File: config.mk
export PLATFORM = sky130hd
export DESIGN_NAME = etx_protocol
export DESIGN_NICKNAME = d
export VERILOG_FILES = /design/src/source/etx_pkg.sv /design/src/source/etx_protocol.sv
export SDC_FILE = /design/constraint.sdc
export NUM_CORES = 1
export LEC_CHECK = 0
export BUFFER_PORTS_ARGS = -buffer_cell sky130_fd_sc_hd__buf_2
export CAP_MARGIN = 25
export CORE_ASPECT_RATIO = 0.6
export CORE_MARGIN = 2
export CORE_UTILIZATION = 46
export CTS_CLUSTER_DIAMETER = 30
export DETAILED_ROUTE_END_ITERATION = 10
export GPL_TIMING_DRIVEN = 0
export MAX_ROUTING_LAYER = met4
export PLACE_DENSITY = 0.95
export SYNTH_ARGS = -nofsm -noshare
export SYNTH_HDL_FRONTEND = slang
export SYNTH_SLANG_ARGS = --single-unit
export TNS_END_PERCENT = 20
File: constraint.sdc
create_clock -name tx_lclk_p -period 7.1 [get_ports tx_lclk_p]
set_input_delay 1.42 -clock tx_lclk_p [delete_from_list [all_inputs] [get_ports tx_lclk_p]]
set_output_delay 1.42 -clock tx_lclk_p [all_outputs]
set_load 0.05 [all_outputs]
File: src/source/etx_pkg.sv
// ~~~~~~~~~~~~~~~~~~~~
// etx_pkg
// Shared constants for the link transmitter: transaction layout,
// channel numbering, FIFO sizing, host register map and frame shape
// ~~~~~~~~~~~~~~~~~~~~
package etx_pkg;

   // Mesh transaction layout, top down
   localparam int TXN_W         = 103;
   localparam int TXN_WRITE_BIT = 102;            // Write flag
   localparam int TXN_DMODE_LSB = 100;            // Datamode, 2 bits
   localparam int TXN_CMODE_LSB = 96;             // Ctrlmode, 4 bits
   localparam int TXN_DST_LSB   = 64;             // Destination address
   localparam int TXN_DATA_LSB  = 32;             // Data word
   localparam int TXN_SRC_LSB   = 0;              // Source address

   // Channels
   localparam int CH_NUM = 3;
   localparam int CH_WR  = 0;                     // Write
   localparam int CH_RQ  = 1;                     // Read request
   localparam int CH_RR  = 2;                     // Read response

   // Channel FIFO sizing
   localparam int FIFO_DEPTH      = 16;
   localparam int FIFO_AW         = 4;            // Pointer width
   localparam int PROG_FULL_LEVEL = 12;           // Almost-full threshold

   // Host register map, word addresses
   localparam int WB_AW         = 3;
   localparam int REG_DST       = 0;              // Staged dstaddr
   localparam int REG_DATA      = 1;              // Staged data
   localparam int REG_SRC       = 2;              // Staged srcaddr
   localparam int REG_PUSH_BASE = 3;              // Push window, 3..5
   localparam int REG_STATUS    = 7;              // FIFO flags and waits

   // Link frame
   localparam int FRAME_BYTES = 13;               // Header byte plus 3 words
   localparam int SYNC_STAGES = 2;                // Wait synchronizer depth

endpackage

File: src/source/etx_protocol.sv
// ~~~~~~~~~~~~~~~~~~~~
// etx_protocol
// Synchronizes the far-end wait inputs and serializes one held
// transaction into a 13-byte frame on the 8-bit link bus
// ~~~~~~~~~~~~~~~~~~~~
module etx_protocol import etx_pkg::*;
(
   input  logic             tx_lclk_p,
   input  logic             arst_n,
   input  logic             txn_valid,
   input  logic [TXN_W-1:0] txn,
   input  logic             tx_wr_wait,
   input  logic             tx_rd_wait,
   output logic             txn_done,
   output logic             tx_frame,
   output logic [7:0]       tx_data,
   output logic             wr_wait_sync,
   output logic             rd_wait_sync
);

   logic [SYNC_STAGES-1:0]   wr_sync;             // Write wait flops
   logic [SYNC_STAGES-1:0]   rd_sync;             // Read wait flops
   logic [3:0]               byte_cnt;            // Index of the byte on the bus
   logic [3:0]               nxt_idx;
   logic [FRAME_BYTES*8-1:0] frame_bits;
   logic [7:0]               nxt_byte;
   logic                     last_byte;

   always_ff @(posedge tx_lclk_p or negedge arst_n)
   begin
      if (!arst_n)
      begin
         wr_sync <= '0;
         rd_sync <= '0;
      end
      else
      begin
         wr_sync <= {wr_sync[SYNC_STAGES-2:0], tx_wr_wait};
         rd_sync <= {rd_sync[SYNC_STAGES-2:0], tx_rd_wait};
      end
   end

   assign wr_wait_sync = wr_sync[SYNC_STAGES-1];
   assign rd_wait_sync = rd_sync[SYNC_STAGES-1];

   // Header byte then dst, data and src words sent MSB first
   assign frame_bits = {txn[TXN_CMODE_LSB +: 4],
                        txn[TXN_DMODE_LSB +: 2],
                        txn[TXN_WRITE_BIT],
                        1'b1,                     // Header marker
                        txn[TXN_DST_LSB +: 32],
                        txn[TXN_DATA_LSB +: 32],
                        txn[TXN_SRC_LSB +: 32]};

   assign last_byte = tx_frame && (byte_cnt == 4'(FRAME_BYTES - 1));
   assign nxt_idx   = (tx_frame && !last_byte) ? byte_cnt + 4'd1 : 4'd0;
   assign nxt_byte  = frame_bits[(FRAME_BYTES - 1 - nxt_idx)*8 +: 8];

   always_ff @(posedge tx_lclk_p or negedge arst_n)
   begin
      if (!arst_n)
      begin
         tx_frame <= 1'b0;
         tx_data  <= '0;
         byte_cnt <= '0;
         txn_done <= 1'b0;
      end
      else
      begin
         txn_done <= tx_frame && (byte_cnt == 4'(FRAME_BYTES - 2));  // With byte 12
         if (!tx_frame)
         begin
            if (txn_valid)
            begin
               tx_frame <= 1'b1;                  // Frame opens with byte 0
               byte_cnt <= '0;
               tx_data  <= nxt_byte;
            end
         end
         else if (last_byte)
         begin
            tx_frame <= 1'b0;
            tx_data  <= '0;                       // Bus quiet between frames
         end
         else
         begin
            byte_cnt <= nxt_idx;
            tx_data  <= nxt_byte;
         end
      end
   end

endmodule

# Word-level counts from Yosys, hierarchy flattened

Index checks and enable logic that the tools add are counted.

Bits in registers: 18
Output and inout bits: 12
Word-level logic and storage cells: 28

Add/subtract/negate cells: 2
Equal/unequal tests: 3
Shift-type cells: 1
Muxes and demuxes: 10
Reduce and logical (&&, ||, !) cells: 6

Operators with widths:

| operator                                                          | count |
|---|---|
| 104-bit by 33-bit indexed part select with 8-bit output           | 1 |
| 8-bit two-way mux                                                 | 3 |
| 4-bit two-way mux                                                 | 4 |
| 4-bit equality test, second input constant                        | 2 |
| 4-bit by 4-bit subtractor with 5-bit output, first input constant | 1 |
| 4-bit by 1-bit adder with 4-bit output, second input constant     | 1 |
| 1-bit logical AND                                                 | 3 |
| 1-bit two-way mux                                                 | 3 |
| 2-bit inequality test, second input constant                      | 1 |
| 2-bit AND reduction                                               | 1 |
| 2-bit nonzero test                                                | 1 |
| 1-bit logical NOT                                                 | 1 |

# Depth between registers and ports, before layout

Gate-level depths: netlist of the first run.

Word-level depth: 9
Depth in mapped cells: 15
Gate-level depth less buffers: 13

# Worst setup path after synthesis of the first run

Ideal clock, no wire load.

Kind: register to register
From: reg byte_cnt[0]
To: reg tx_data[5]
Library setup time: 0.126 ns
Data arrival time: 3.059 ns
Path slack: 3.915 ns
Stages on the path, launching flop included: 16
Buffers on the path: 2
Clock period less this slack: 3.185 ns
Path through: dfrtp_1 -> inv_1 -> ha_1 -> nand3_2 -> nand2_2 -> nor2_8 -> inv_2 -> buf_2 -> ha_1 -> and2b_4 -> or3b_4 -> nand3_4 -> buf_12 -> mux2i_1 -> o22ai_1 -> a221o_1

Cells in the longest elaborated chain, start to end: 9
Elaborated cells between the ends (all ways): 11

RTL lines:

| item                                                                                                | RTL line           | RTL |
|---|---|---|
| start: declaration                                                                                  | etx_protocol.sv:23 | `logic [3:0] byte_cnt;` |
| start signal: assignment                                                                            | etx_protocol.sv:87 | `byte_cnt <= nxt_idx;` |
| parallel branches: the longest is 8 deep, another holds 4-bit by 4-bit subtractor with 5-bit output | --                 |  |
| 8-bit two-way mux *                                                                                 | etx_protocol.sv:71 | `if (!tx_frame)` |
| end signal: assignment                                                                              | etx_protocol.sv:77 | `tx_data <= nxt_byte;` |
| end signal: assignment                                                                              | etx_protocol.sv:88 | `tx_data <= nxt_byte;` |
| end: declaration                                                                                    | etx_protocol.sv:16 | `output logic [7:0] tx_data,` |

Mark *: on every way between the ends. The select of a mux whose other input is x is not followed.
A chain may end at the register's enable or synchronous reset.

# Final worst setup path of the first run

From: reg byte_cnt[0]
To: reg tx_data[6]

Same word-level chain as after synthesis.

==> results.sh, run 1 <==
export IMPL_drive_above_1_share_pct=57.6
export IMPL_rrSetupSlack_ns=3.39
export IMPL_nNetsFinal=395
export IMPL_max_freq_mhz=270
export IMPL_grt_antenna_before_repair=0
export IMPL_final_common_cell="buf_2"
export IMPL_grt_max_degree=19
export IMPL_synth_warning_count=0
export IMPL_n_fill_cell=296
export IMPL_post_cts_buffers=0
export IMPL_status="complete, no violations"
export IMPL_min_delay_start="wr_sync[0]"
export IMPL_ys_types=48
export IMPL_r2r_end="tx_data[6]"
export IMPL_min_to="wr_sync[1]"
export IMPL_std_cell_rows=17
export IMPL_root_buffer="clkbuf_8"
export IMPL_port_buffers=119
export IMPL_max_slew_margin_rel_pct=56.3
export IMPL_min_path_cells=0
export IMPL_grt_usage_pct=25.8
export IMPL_ios=120
export IMPL_rsz0062_at_grt="false"
export IMPL_ys_seq_area_share_pct=25.1
export IMPL_final_cell_mix="buf_2 (124), dfrtp_1 (18), mux2i_1 (15), mux4_2 (15), nor2_1 (10)"
export IMPL_fin_crit_ns=3.71
export IMPL_core_area_um2=3700
export IMPL_vias=1946
export IMPL_critical_path_class="reg -> reg"
export IMPL_crit_path_end_kind="flop"
export IMPL_gp_congestion=0.898
export IMPL_vias_per_cell=5.90
export IMPL_detailed_place_hpwl_um=5000
export IMPL_finalHoldViolCount=0
export IMPL_start_util_pct=48.6
export IMPL_cp_max_fo=10
export IMPL_cts_tree="done"
export IMPL_max_clock_path_buffers=2
export IMPL_worstSkewPairLatency_ns=0.24
export IMPL_ys_seq_elements=18
export IMPL_syn_inst=160
export IMPL_fin_worst_skew_ns=0.00249
export IMPL_netlist_area_um2=1800
export IMPL_r2r_cells=15
export IMPL_htreeDepth=1
export IMPL_synthToLayoutAreaGrowth_pct=39.5
export IMPL_grt_pass1_vias=1725
export IMPL_cts_made_buffers=3
export IMPL_synth_edf_count=0
export IMPL_required_ns=7.23
export IMPL_syn_num_nets=271
export IMPL_drtAntennaViolNets=0
export IMPL_hp_class="reg -> reg"
export IMPL_dr_pass1_iters=4
export IMPL_clk_pin_slew_worst_paths_ns=0.06
export IMPL_fin_tns_setup_ns=0
export IMPL_clock_sinks=18
export IMPL_drv_cap=0
export IMPL_drc=0
export IMPL_overflow=0
export IMPL_die_x_um=84.7
export IMPL_ctsResizeCount=0
export IMPL_die_h_um=52.4
export IMPL_async_flop_share_pct=100
export IMPL_finalMaxSlewViolations=0
export IMPL_avgSynthCellArea_um2=11.2
export IMPL_n_antenna_cell=0
export IMPL_reg2reg_from="byte_cnt[0]"
export IMPL_tightest_slew_ns=0.647
export IMPL_wl_per_cell_um=17.5
export IMPL_setup_viol=0
export IMPL_drtIter0Drc=105
export IMPL_die_area_um2=4440
export IMPL_period_share_pct=52.2
export IMPL_cp_data_arrival_time_ns=3.84
export IMPL_crit_path_start_kind="flop"
export IMPL_grt_pass1_wl_um=8430
export IMPL_postCtsHoldBufs=0
export IMPL_drt_wl_total_um=5780
export IMPL_synth_top_flop_cell="dfrtp_1"
==> kinds of logic (layout without fill, tap and decap cells) <==
kind of cell | after synthesis | count (layout) | share of synthesized area (%)
buffers and inverters | 17 | 140 | 6.05
adder cells (fa/ha/maj) | 3 | 3 | 2.09
AO/OA/AOI/OAI | 42 | 42 | 18.7
multiplexers | 33 | 33 | 30.7
AND/OR/NAND/NOR | 47 | 47 | 17.5
flip-flops | 18 | 18 | 25.1
==> flip-flops by register name, summed over array words and instances (netlist names) <==
name / flops
tx_data: 8
byte_cnt: 4
rd_sync: 2
wr_sync: 2
tx_frame: 1
txn_done: 1
==> through the flow <==
step                      hold WS [ns]  instances  setup WS [ns]  util, %  area (um2)
after floorplan                  0.331        160           3.92        -        1800
after global placement           0.333        326           3.57     66.3        2450
after detailed placement         0.337        326           3.44     66.3        2450
after CTS                        0.352        330           3.41     67.7        2510
after global routing             0.368        330           3.24     67.7        2510
final                            0.350        330           3.39     67.7        2510
==> critical path: stages (launching register included) <==
cell,delay [ns]
dfrtp_1,0.58
inv_1,0.11
ha_1,0.25
nand3_2,0.09
nand2_2,0.11
nor2_8,0.16
inv_2,0.08
buf_2,0.20
ha_1,0.24
and2b_4,0.28
or3b_4,0.41
nand3_4,0.16
buf_12,0.17
mux2i_1,0.23
o22ai_1,0.16
a221o_1,0.34
==> cells in the mapped netlist, drive strengths merged, types with 2 or more instances <==
library cell | n | area (um2)
and3 | 6 | 37.5
o21ai | 9 | 48.8
nor2 | 12 | 63.8
nor3b | 7 | 57.6
inv | 6 | 22.5
a21boi | 3 | 26.3
mux2i | 15 | 150
nand2 | 6 | 25.0
nand2b | 4 | 25.0
ha | 3 | 37.5
nand3 | 3 | 32.5
o211ai | 3 | 32.5
o22ai | 6 | 37.5
clkbuf | 2 | 7.51
and2 | 2 | 12.5
a21oi | 3 | 15.0
a221o | 7 | 70.1
a31oi | 2 | 27.5
dfrtp | 18 | 450
mux4 | 17 | 390
buf | 9 | 78.8
a311oi | 6 | 52.6
==> area by class of cell <==
type	count	area [um2]	area share (%)
Clock buffer	4	55.1	2.20
Timing Repair Buffer	119	596	23.8
Buffer	11	86.3	3.44
Sequential cell	18	450	18.0
Multi-Input combinational cell	125	1240	49.4
Inverter	6	22.5	0.898
Tap cell	47	58.8	2.35
==> layer usage <==
metal	global-route usage [%]	up-vias	wire length [um]
li1	-	895	-
met1	35.4	928	2420
met2	41.6	119	2760
met3	5.20	4	564
met4	3.44	0	25
met5	-	-	0
==> how the worst max path moves through the flow <==
stage / startpoint / end / slack, ns / cells after the start
after global routing: byte_cnt[0] / tx_data[6] / 3.24 / 15
final: byte_cnt[0] / tx_data[6] / 3.39 / 15
after floorplan: byte_cnt[0] / tx_data[5] / 3.92 / 15
after global placement: byte_cnt[0] / tx_data[6] / 3.57 / 15
after detailed placement: byte_cnt[0] / tx_data[6] / 3.44 / 15
after CTS: byte_cnt[0] / tx_data[6] / 3.41 / 15
Power of run 1 is left out: the tool's default activity adds up to more than one toggle a clock period on the data nets, which glitch-free logic cannot reach.
==> inputs of run 2 (changes only) <==
- CORE_UTILIZATION: 46 -> 42
- PLACE_DENSITY: 0.95 -> 0.91
- clock period: 7.1 -> 3.7 ns (I/O delays scaled with it)
==> results.sh, run 2 (synthesized netlist as in run 1, its figures left out) <==
export IMPL_vias=1838
export IMPL_crit_path_start_kind="flop"
export IMPL_rrSetupSlack_ns=0.21
export IMPL_cp_max_fo=10
export IMPL_core_area_um2=4100
export IMPL_cts_made_buffers=3
export IMPL_wl_per_cell_um=16.3
export IMPL_ios=120
export IMPL_cp_slowest_stage_delay_ns=0.47
export IMPL_grt_pass1_vias=1700
export IMPL_n_antenna_cell=0
export IMPL_worstSkewPairLatency_ns=0.25
export IMPL_cts_tree="done"
export IMPL_status="complete, no violations"
export IMPL_largest_register="tx_data"
export IMPL_fin_tns_setup_ns=0
export IMPL_htreeDepth=1
export IMPL_gp_congestion=0.919
export IMPL_fin_worst_skew_ns=0.00526
export IMPL_rsz0062_at_grt="false"
export IMPL_max_slew_margin_rel_pct=62.3
export IMPL_cp_data_arrival_time_ns=3.63
export IMPL_port_buffers=119
export IMPL_required_ns=3.84
export IMPL_reg2reg_from="byte_cnt[0]"
export IMPL_finalHoldViolCount=0
export IMPL_crit_start="byte_cnt[0]"
export IMPL_vias_per_cell=5.36
export IMPL_drtAntennaViolNets=0
export IMPL_r2r_cells=15
export IMPL_detailed_place_hpwl_um=4820
export IMPL_clock_sinks=18
export IMPL_drtIter0Drc=93
export IMPL_grt_usage_pct=23.0
export IMPL_die_area_um2=4840
export IMPL_max_clock_path_buffers=2
export IMPL_die_h_um=54.7
export IMPL_max_freq_mhz=286
export IMPL_critical_path_class="reg -> reg"
export IMPL_post_cts_buffers=0
export IMPL_final_cell_mix="buf_2 (124), dfrtp_1 (17), mux2i_1 (15), mux4_2 (15), nor2_1 (10)"
export IMPL_r2r_end="tx_data[5]"
export IMPL_clk_pin_slew_worst_paths_ns=0.07
export IMPL_crit_path_end_kind="flop"
export IMPL_final_common_cell="buf_2"
export IMPL_std_cell_rows=18
export IMPL_finalMaxSlewViolations=0
export IMPL_hp_class="reg -> reg"
export IMPL_n_fill_cell=384
export IMPL_overflow=0
export IMPL_postCtsHoldBufs=0
export IMPL_fin_crit_ns=3.49
export IMPL_period_share_pct=94.4
export IMPL_dr_pass1_iters=4
export IMPL_tightest_slew_ns=0.563
export IMPL_root_buffer="clkbuf_8"
export IMPL_drc=0
export IMPL_grt_max_degree=19
export IMPL_grt_antenna_before_repair=0
export IMPL_grt_pass1_wl_um=8090
export IMPL_crit_path_frequent_cell="ha_1"
export IMPL_endpoint="tx_data[5]"
export IMPL_setup_viol=0
export IMPL_largest_register_ffs=8
export IMPL_drive_above_1_share_pct=58.0
export IMPL_drt_wl_total_um=5590
export IMPL_largest_registers="tx_data (8), byte_cnt (4)"
export IMPL_worstPathCellList="inv_1 -> ha_1 -> nand3_2 -> nand2_2 -> nor2_8 -> inv_2 -> buf_2 -> ha_1 -> and2b_4 -> or3b_4 -> nand3_4 -> buf_12 -> mux2i_1 -> o22ai_1 -> a221o_1"
export IMPL_start_util_pct=43.9
export IMPL_die_x_um=88.5
export IMPL_nNetsFinal=395
export IMPL_synthToLayoutAreaGrowth_pct=40.4
export IMPL_cp_slowest_cell="dfrtp_2"
export IMPL_drv_cap=0
-- run 2: cell counts in the layout (fill, tap and decap cells not counted) --
No cell type changed its count.
-- run 2: routing by layer --
metal	global-route usage, %	share of wire, %
met1	31.6	46
met2	34.8	45
met3	7.39	8.7
met4	1.77	0
met5	-	0
-- run 2: cell type report --
type / instances / area [um2] / share of cell area [%]
Tap cell: 60 / 75.1 / 2.97
Sequential cell: 18 / 452 / 17.9
Multi-Input combinational cell: 125 / 1240 / 49.1
Buffer: 11 / 86.3 / 3.42
Clock buffer: 4 / 55.1 / 2.18
Timing Repair Buffer: 119 / 596 / 23.6
Inverter: 6 / 22.5 / 0.892
-- run 2: per-stage QoR --
step	hold WS (ns)	cells	instance area, um2	utilization [%]	worst slack, ns
4_1_cts	0.370	343	2520	61.6	0.113
3_5_place_dp	0.358	339	2470	60.2	0.136
3_3_place_gp	0.336	339	2470	60.2	0.162
5_1_grt	0.372	343	2520	61.6	0.0116
2_1_floorplan	0.331	160	1800	-	0.515
6_report	0.362	343	2520	61.6	0.207
-- run 2: worst max-delay path: cells and delay by family (launching register included) --
kind | cells | cell delay [ns]
simple gates | 6 | 1.24
buf+inv | 4 | 0.52
compound gates | 2 | 0.48
fa+ha+maj | 2 | 0.48
flops | 1 | 0.47
mux | 1 | 0.18
-- run 2: how the worst min path moves through the flow --
stage / from / end / depth (start not counted)
6_report: rd_sync[0] / rd_sync[1] / 0
5_1_grt: wr_sync[0] / wr_sync[1] / 0
4_1_cts: wr_sync[0] / wr_sync[1] / 0
3_5_place_dp: rd_sync[0] / rd_sync[1] / 0
3_3_place_gp: rd_sync[0] / rd_sync[1] / 0
2_1_floorplan: rd_sync[0] / rd_sync[1] / 0
-- run 2: repair_timing --
| item | in CTS | in global routing |
|---|---|---|
| gates resized for setup | 0 | 1 |
| endpoints found under the setup margin | 0 | 8 |
| hold endpoints to repair | 0 | 0 |
Power of run 2 is left out for the same reason.
==> inputs of run 3 (changes only) <==
- GPL_TIMING_DRIVEN: 0 -> default
==> results.sh, run 3 (synthesized netlist as in run 1, its figures left out) <==
export IMPL_status="complete, no violations"
export IMPL_rsz0062_at_grt="false"
export IMPL_cp_data_arrival_time_ns=3.54
export IMPL_start_util_pct=43.9
export IMPL_n_fill_cell=361
export IMPL_n_antenna_cell=0
export IMPL_r2r_end="tx_data[5]"
export IMPL_drtAntennaViolNets=0
export IMPL_htreeDepth=1
export IMPL_crit_path_frequent_cell="ha_1"
export IMPL_ios=120
export IMPL_cts_made_buffers=3
export IMPL_drive_above_1_share_pct=57.1
export IMPL_port_buffers=119
export IMPL_crit_path_end_kind="flop"
export IMPL_fin_crit_ns=3.39
export IMPL_grt_pass1_vias=1642
export IMPL_rrSetupSlack_ns=0.31
export IMPL_max_slew_margin_rel_pct=59.7
export IMPL_setup_viol=0
export IMPL_largest_register="tx_data"
export IMPL_max_clock_path_buffers=2
export IMPL_dr_pass1_iters=4
export IMPL_period_share_pct=91.5
export IMPL_drt_wl_total_um=5580
export IMPL_tightest_slew_ns=0.597
export IMPL_post_cts_buffers=0
export IMPL_die_x_um=88.5
export IMPL_die_area_um2=4840
export IMPL_detailed_place_hpwl_um=4640
export IMPL_min_path_cells=0
export IMPL_peakVddDrop_mv=0.683
export IMPL_finalMaxSlewViolations=0
export IMPL_synthToLayoutAreaGrowth_pct=36.5
export IMPL_min_to="rd_sync[1]"
export IMPL_drtIter0Drc=94
export IMPL_finalPower_mw=3.49
export IMPL_ctsResizeCount=0
export IMPL_drc=0
export IMPL_vias=1885
export IMPL_clock_sinks=18
export IMPL_gp_congestion=0.903
export IMPL_finalHoldViolCount=0
export IMPL_grt_usage_pct=23.1
export IMPL_r2r_cells=13
export IMPL_final_common_cell="buf_2"
export IMPL_postCtsHoldBufs=0
export IMPL_final_cell_mix="buf_2 (119), dfrtp_1 (18), mux2i_1 (15), mux4_2 (15), nor2_1 (10)"
export IMPL_max_freq_mhz=295
export IMPL_hp_class="reg -> reg"
export IMPL_largest_register_ffs=8
export IMPL_required_ns=3.85
export IMPL_overflow=0
export IMPL_critical_path_class="reg -> reg"
export IMPL_nNetsFinal=388
export IMPL_std_cell_rows=18
export IMPL_multi_input_area_um2=1240
export IMPL_vias_per_cell=5.63
export IMPL_cp_buffers_inverters=2
export IMPL_fin_tns_setup_ns=0
export IMPL_root_buffer="clkbuf_8"
export IMPL_cp_slowest_stage_delay_ns=0.53
export IMPL_worst_hold_slack_ns=0.350
export IMPL_grt_pass1_wl_um=8040
export IMPL_grt_max_degree=32
export IMPL_leakage_nw=1.20
export IMPL_crit_path_start_kind="flop"
export IMPL_grt_antenna_before_repair=0
export IMPL_min_delay_start="rd_sync[0]"
export IMPL_core_area_um2=4100
export IMPL_clk_pin_slew_worst_paths_ns=0.07
export IMPL_worstPathCellList="inv_1 -> ha_1 -> nand3_2 -> nand2_2 -> nor2_8 -> inv_2 -> ha_1 -> and2b_4 -> or3b_4 -> nand3_4 -> mux2i_1 -> o22ai_1 -> a221o_1"
export IMPL_cp_top_family="simple AND/OR/NAND/NOR gates"
export IMPL_die_h_um=54.7
export IMPL_cp_slowest_cell="dfrtp_1"
export IMPL_worstSkewPairLatency_ns=0.26
export IMPL_fin_worst_skew_ns=0.0102
export IMPL_cp_max_fo=24
export IMPL_reg2reg_from="byte_cnt[0]"
export IMPL_largest_registers="tx_data (8), byte_cnt (4)"
export IMPL_register_area_um2=450
export IMPL_wl_per_cell_um=16.7
export IMPL_powerDensity_nw_per_um2=1420
export IMPL_drv_cap=0
export IMPL_cts_tree="done"
[run 3: power breakdown]
group          switching (mW)  internal [mW]  leakage [nW]
Clock                  0.0674         0.0726        0.0216
Sequential             0.0911          0.289         0.218
Combinational            1.59           1.38         0.962
[run 3: how the worst max path moves through the flow]
stage,start,end,cells after the start
3_5_place_dp,byte_cnt[0],tx_data[0],12
5_1_grt,byte_cnt[0],tx_data[4],13
3_3_place_gp,byte_cnt[0],tx_data[0],12
4_1_cts,byte_cnt[0],tx_data[5],13
2_1_floorplan,byte_cnt[0],tx_data[5],15
6_report,byte_cnt[0],tx_data[5],13
[run 3: routing by layer]
metal | track usage (%) | share of wire [%] | vias up
li1 | - | - | 875
met1 | 34.5 | 45 | 902
met2 | 30.5 | 43 | 102
met3 | 7.24 | 11 | 6
met4 | 4.04 | 0.65 | 0
met5 | - | 0 | -
[run 3: metrics by stage]
step | instance area (um2) | instances | setup slack [ns] | util [%]
global route | 2450 | 335 | 0.177 | 59.9
floorplan | 1800 | 160 | 0.515 | -
global placement | 2410 | 332 | 0.482 | 58.9
finish | 2450 | 335 | 0.313 | 59.9
CTS | 2450 | 335 | 0.335 | 59.9
detailed placement | 2410 | 332 | 0.351 | 58.9
[run 3: final cells by class]
| type | count | share of cell area [%] |
|---|---|---|
| inverter | 6 | 0.918 |
| multi-input combinational | 125 | 50.5 |
| clock buffer | 3 | 1.68 |
| tap | 60 | 3.06 |
| timing repair buffer | 123 | 25.5 |
| sequential | 18 | 18.4 |
(Power assumes the default switching activity.)
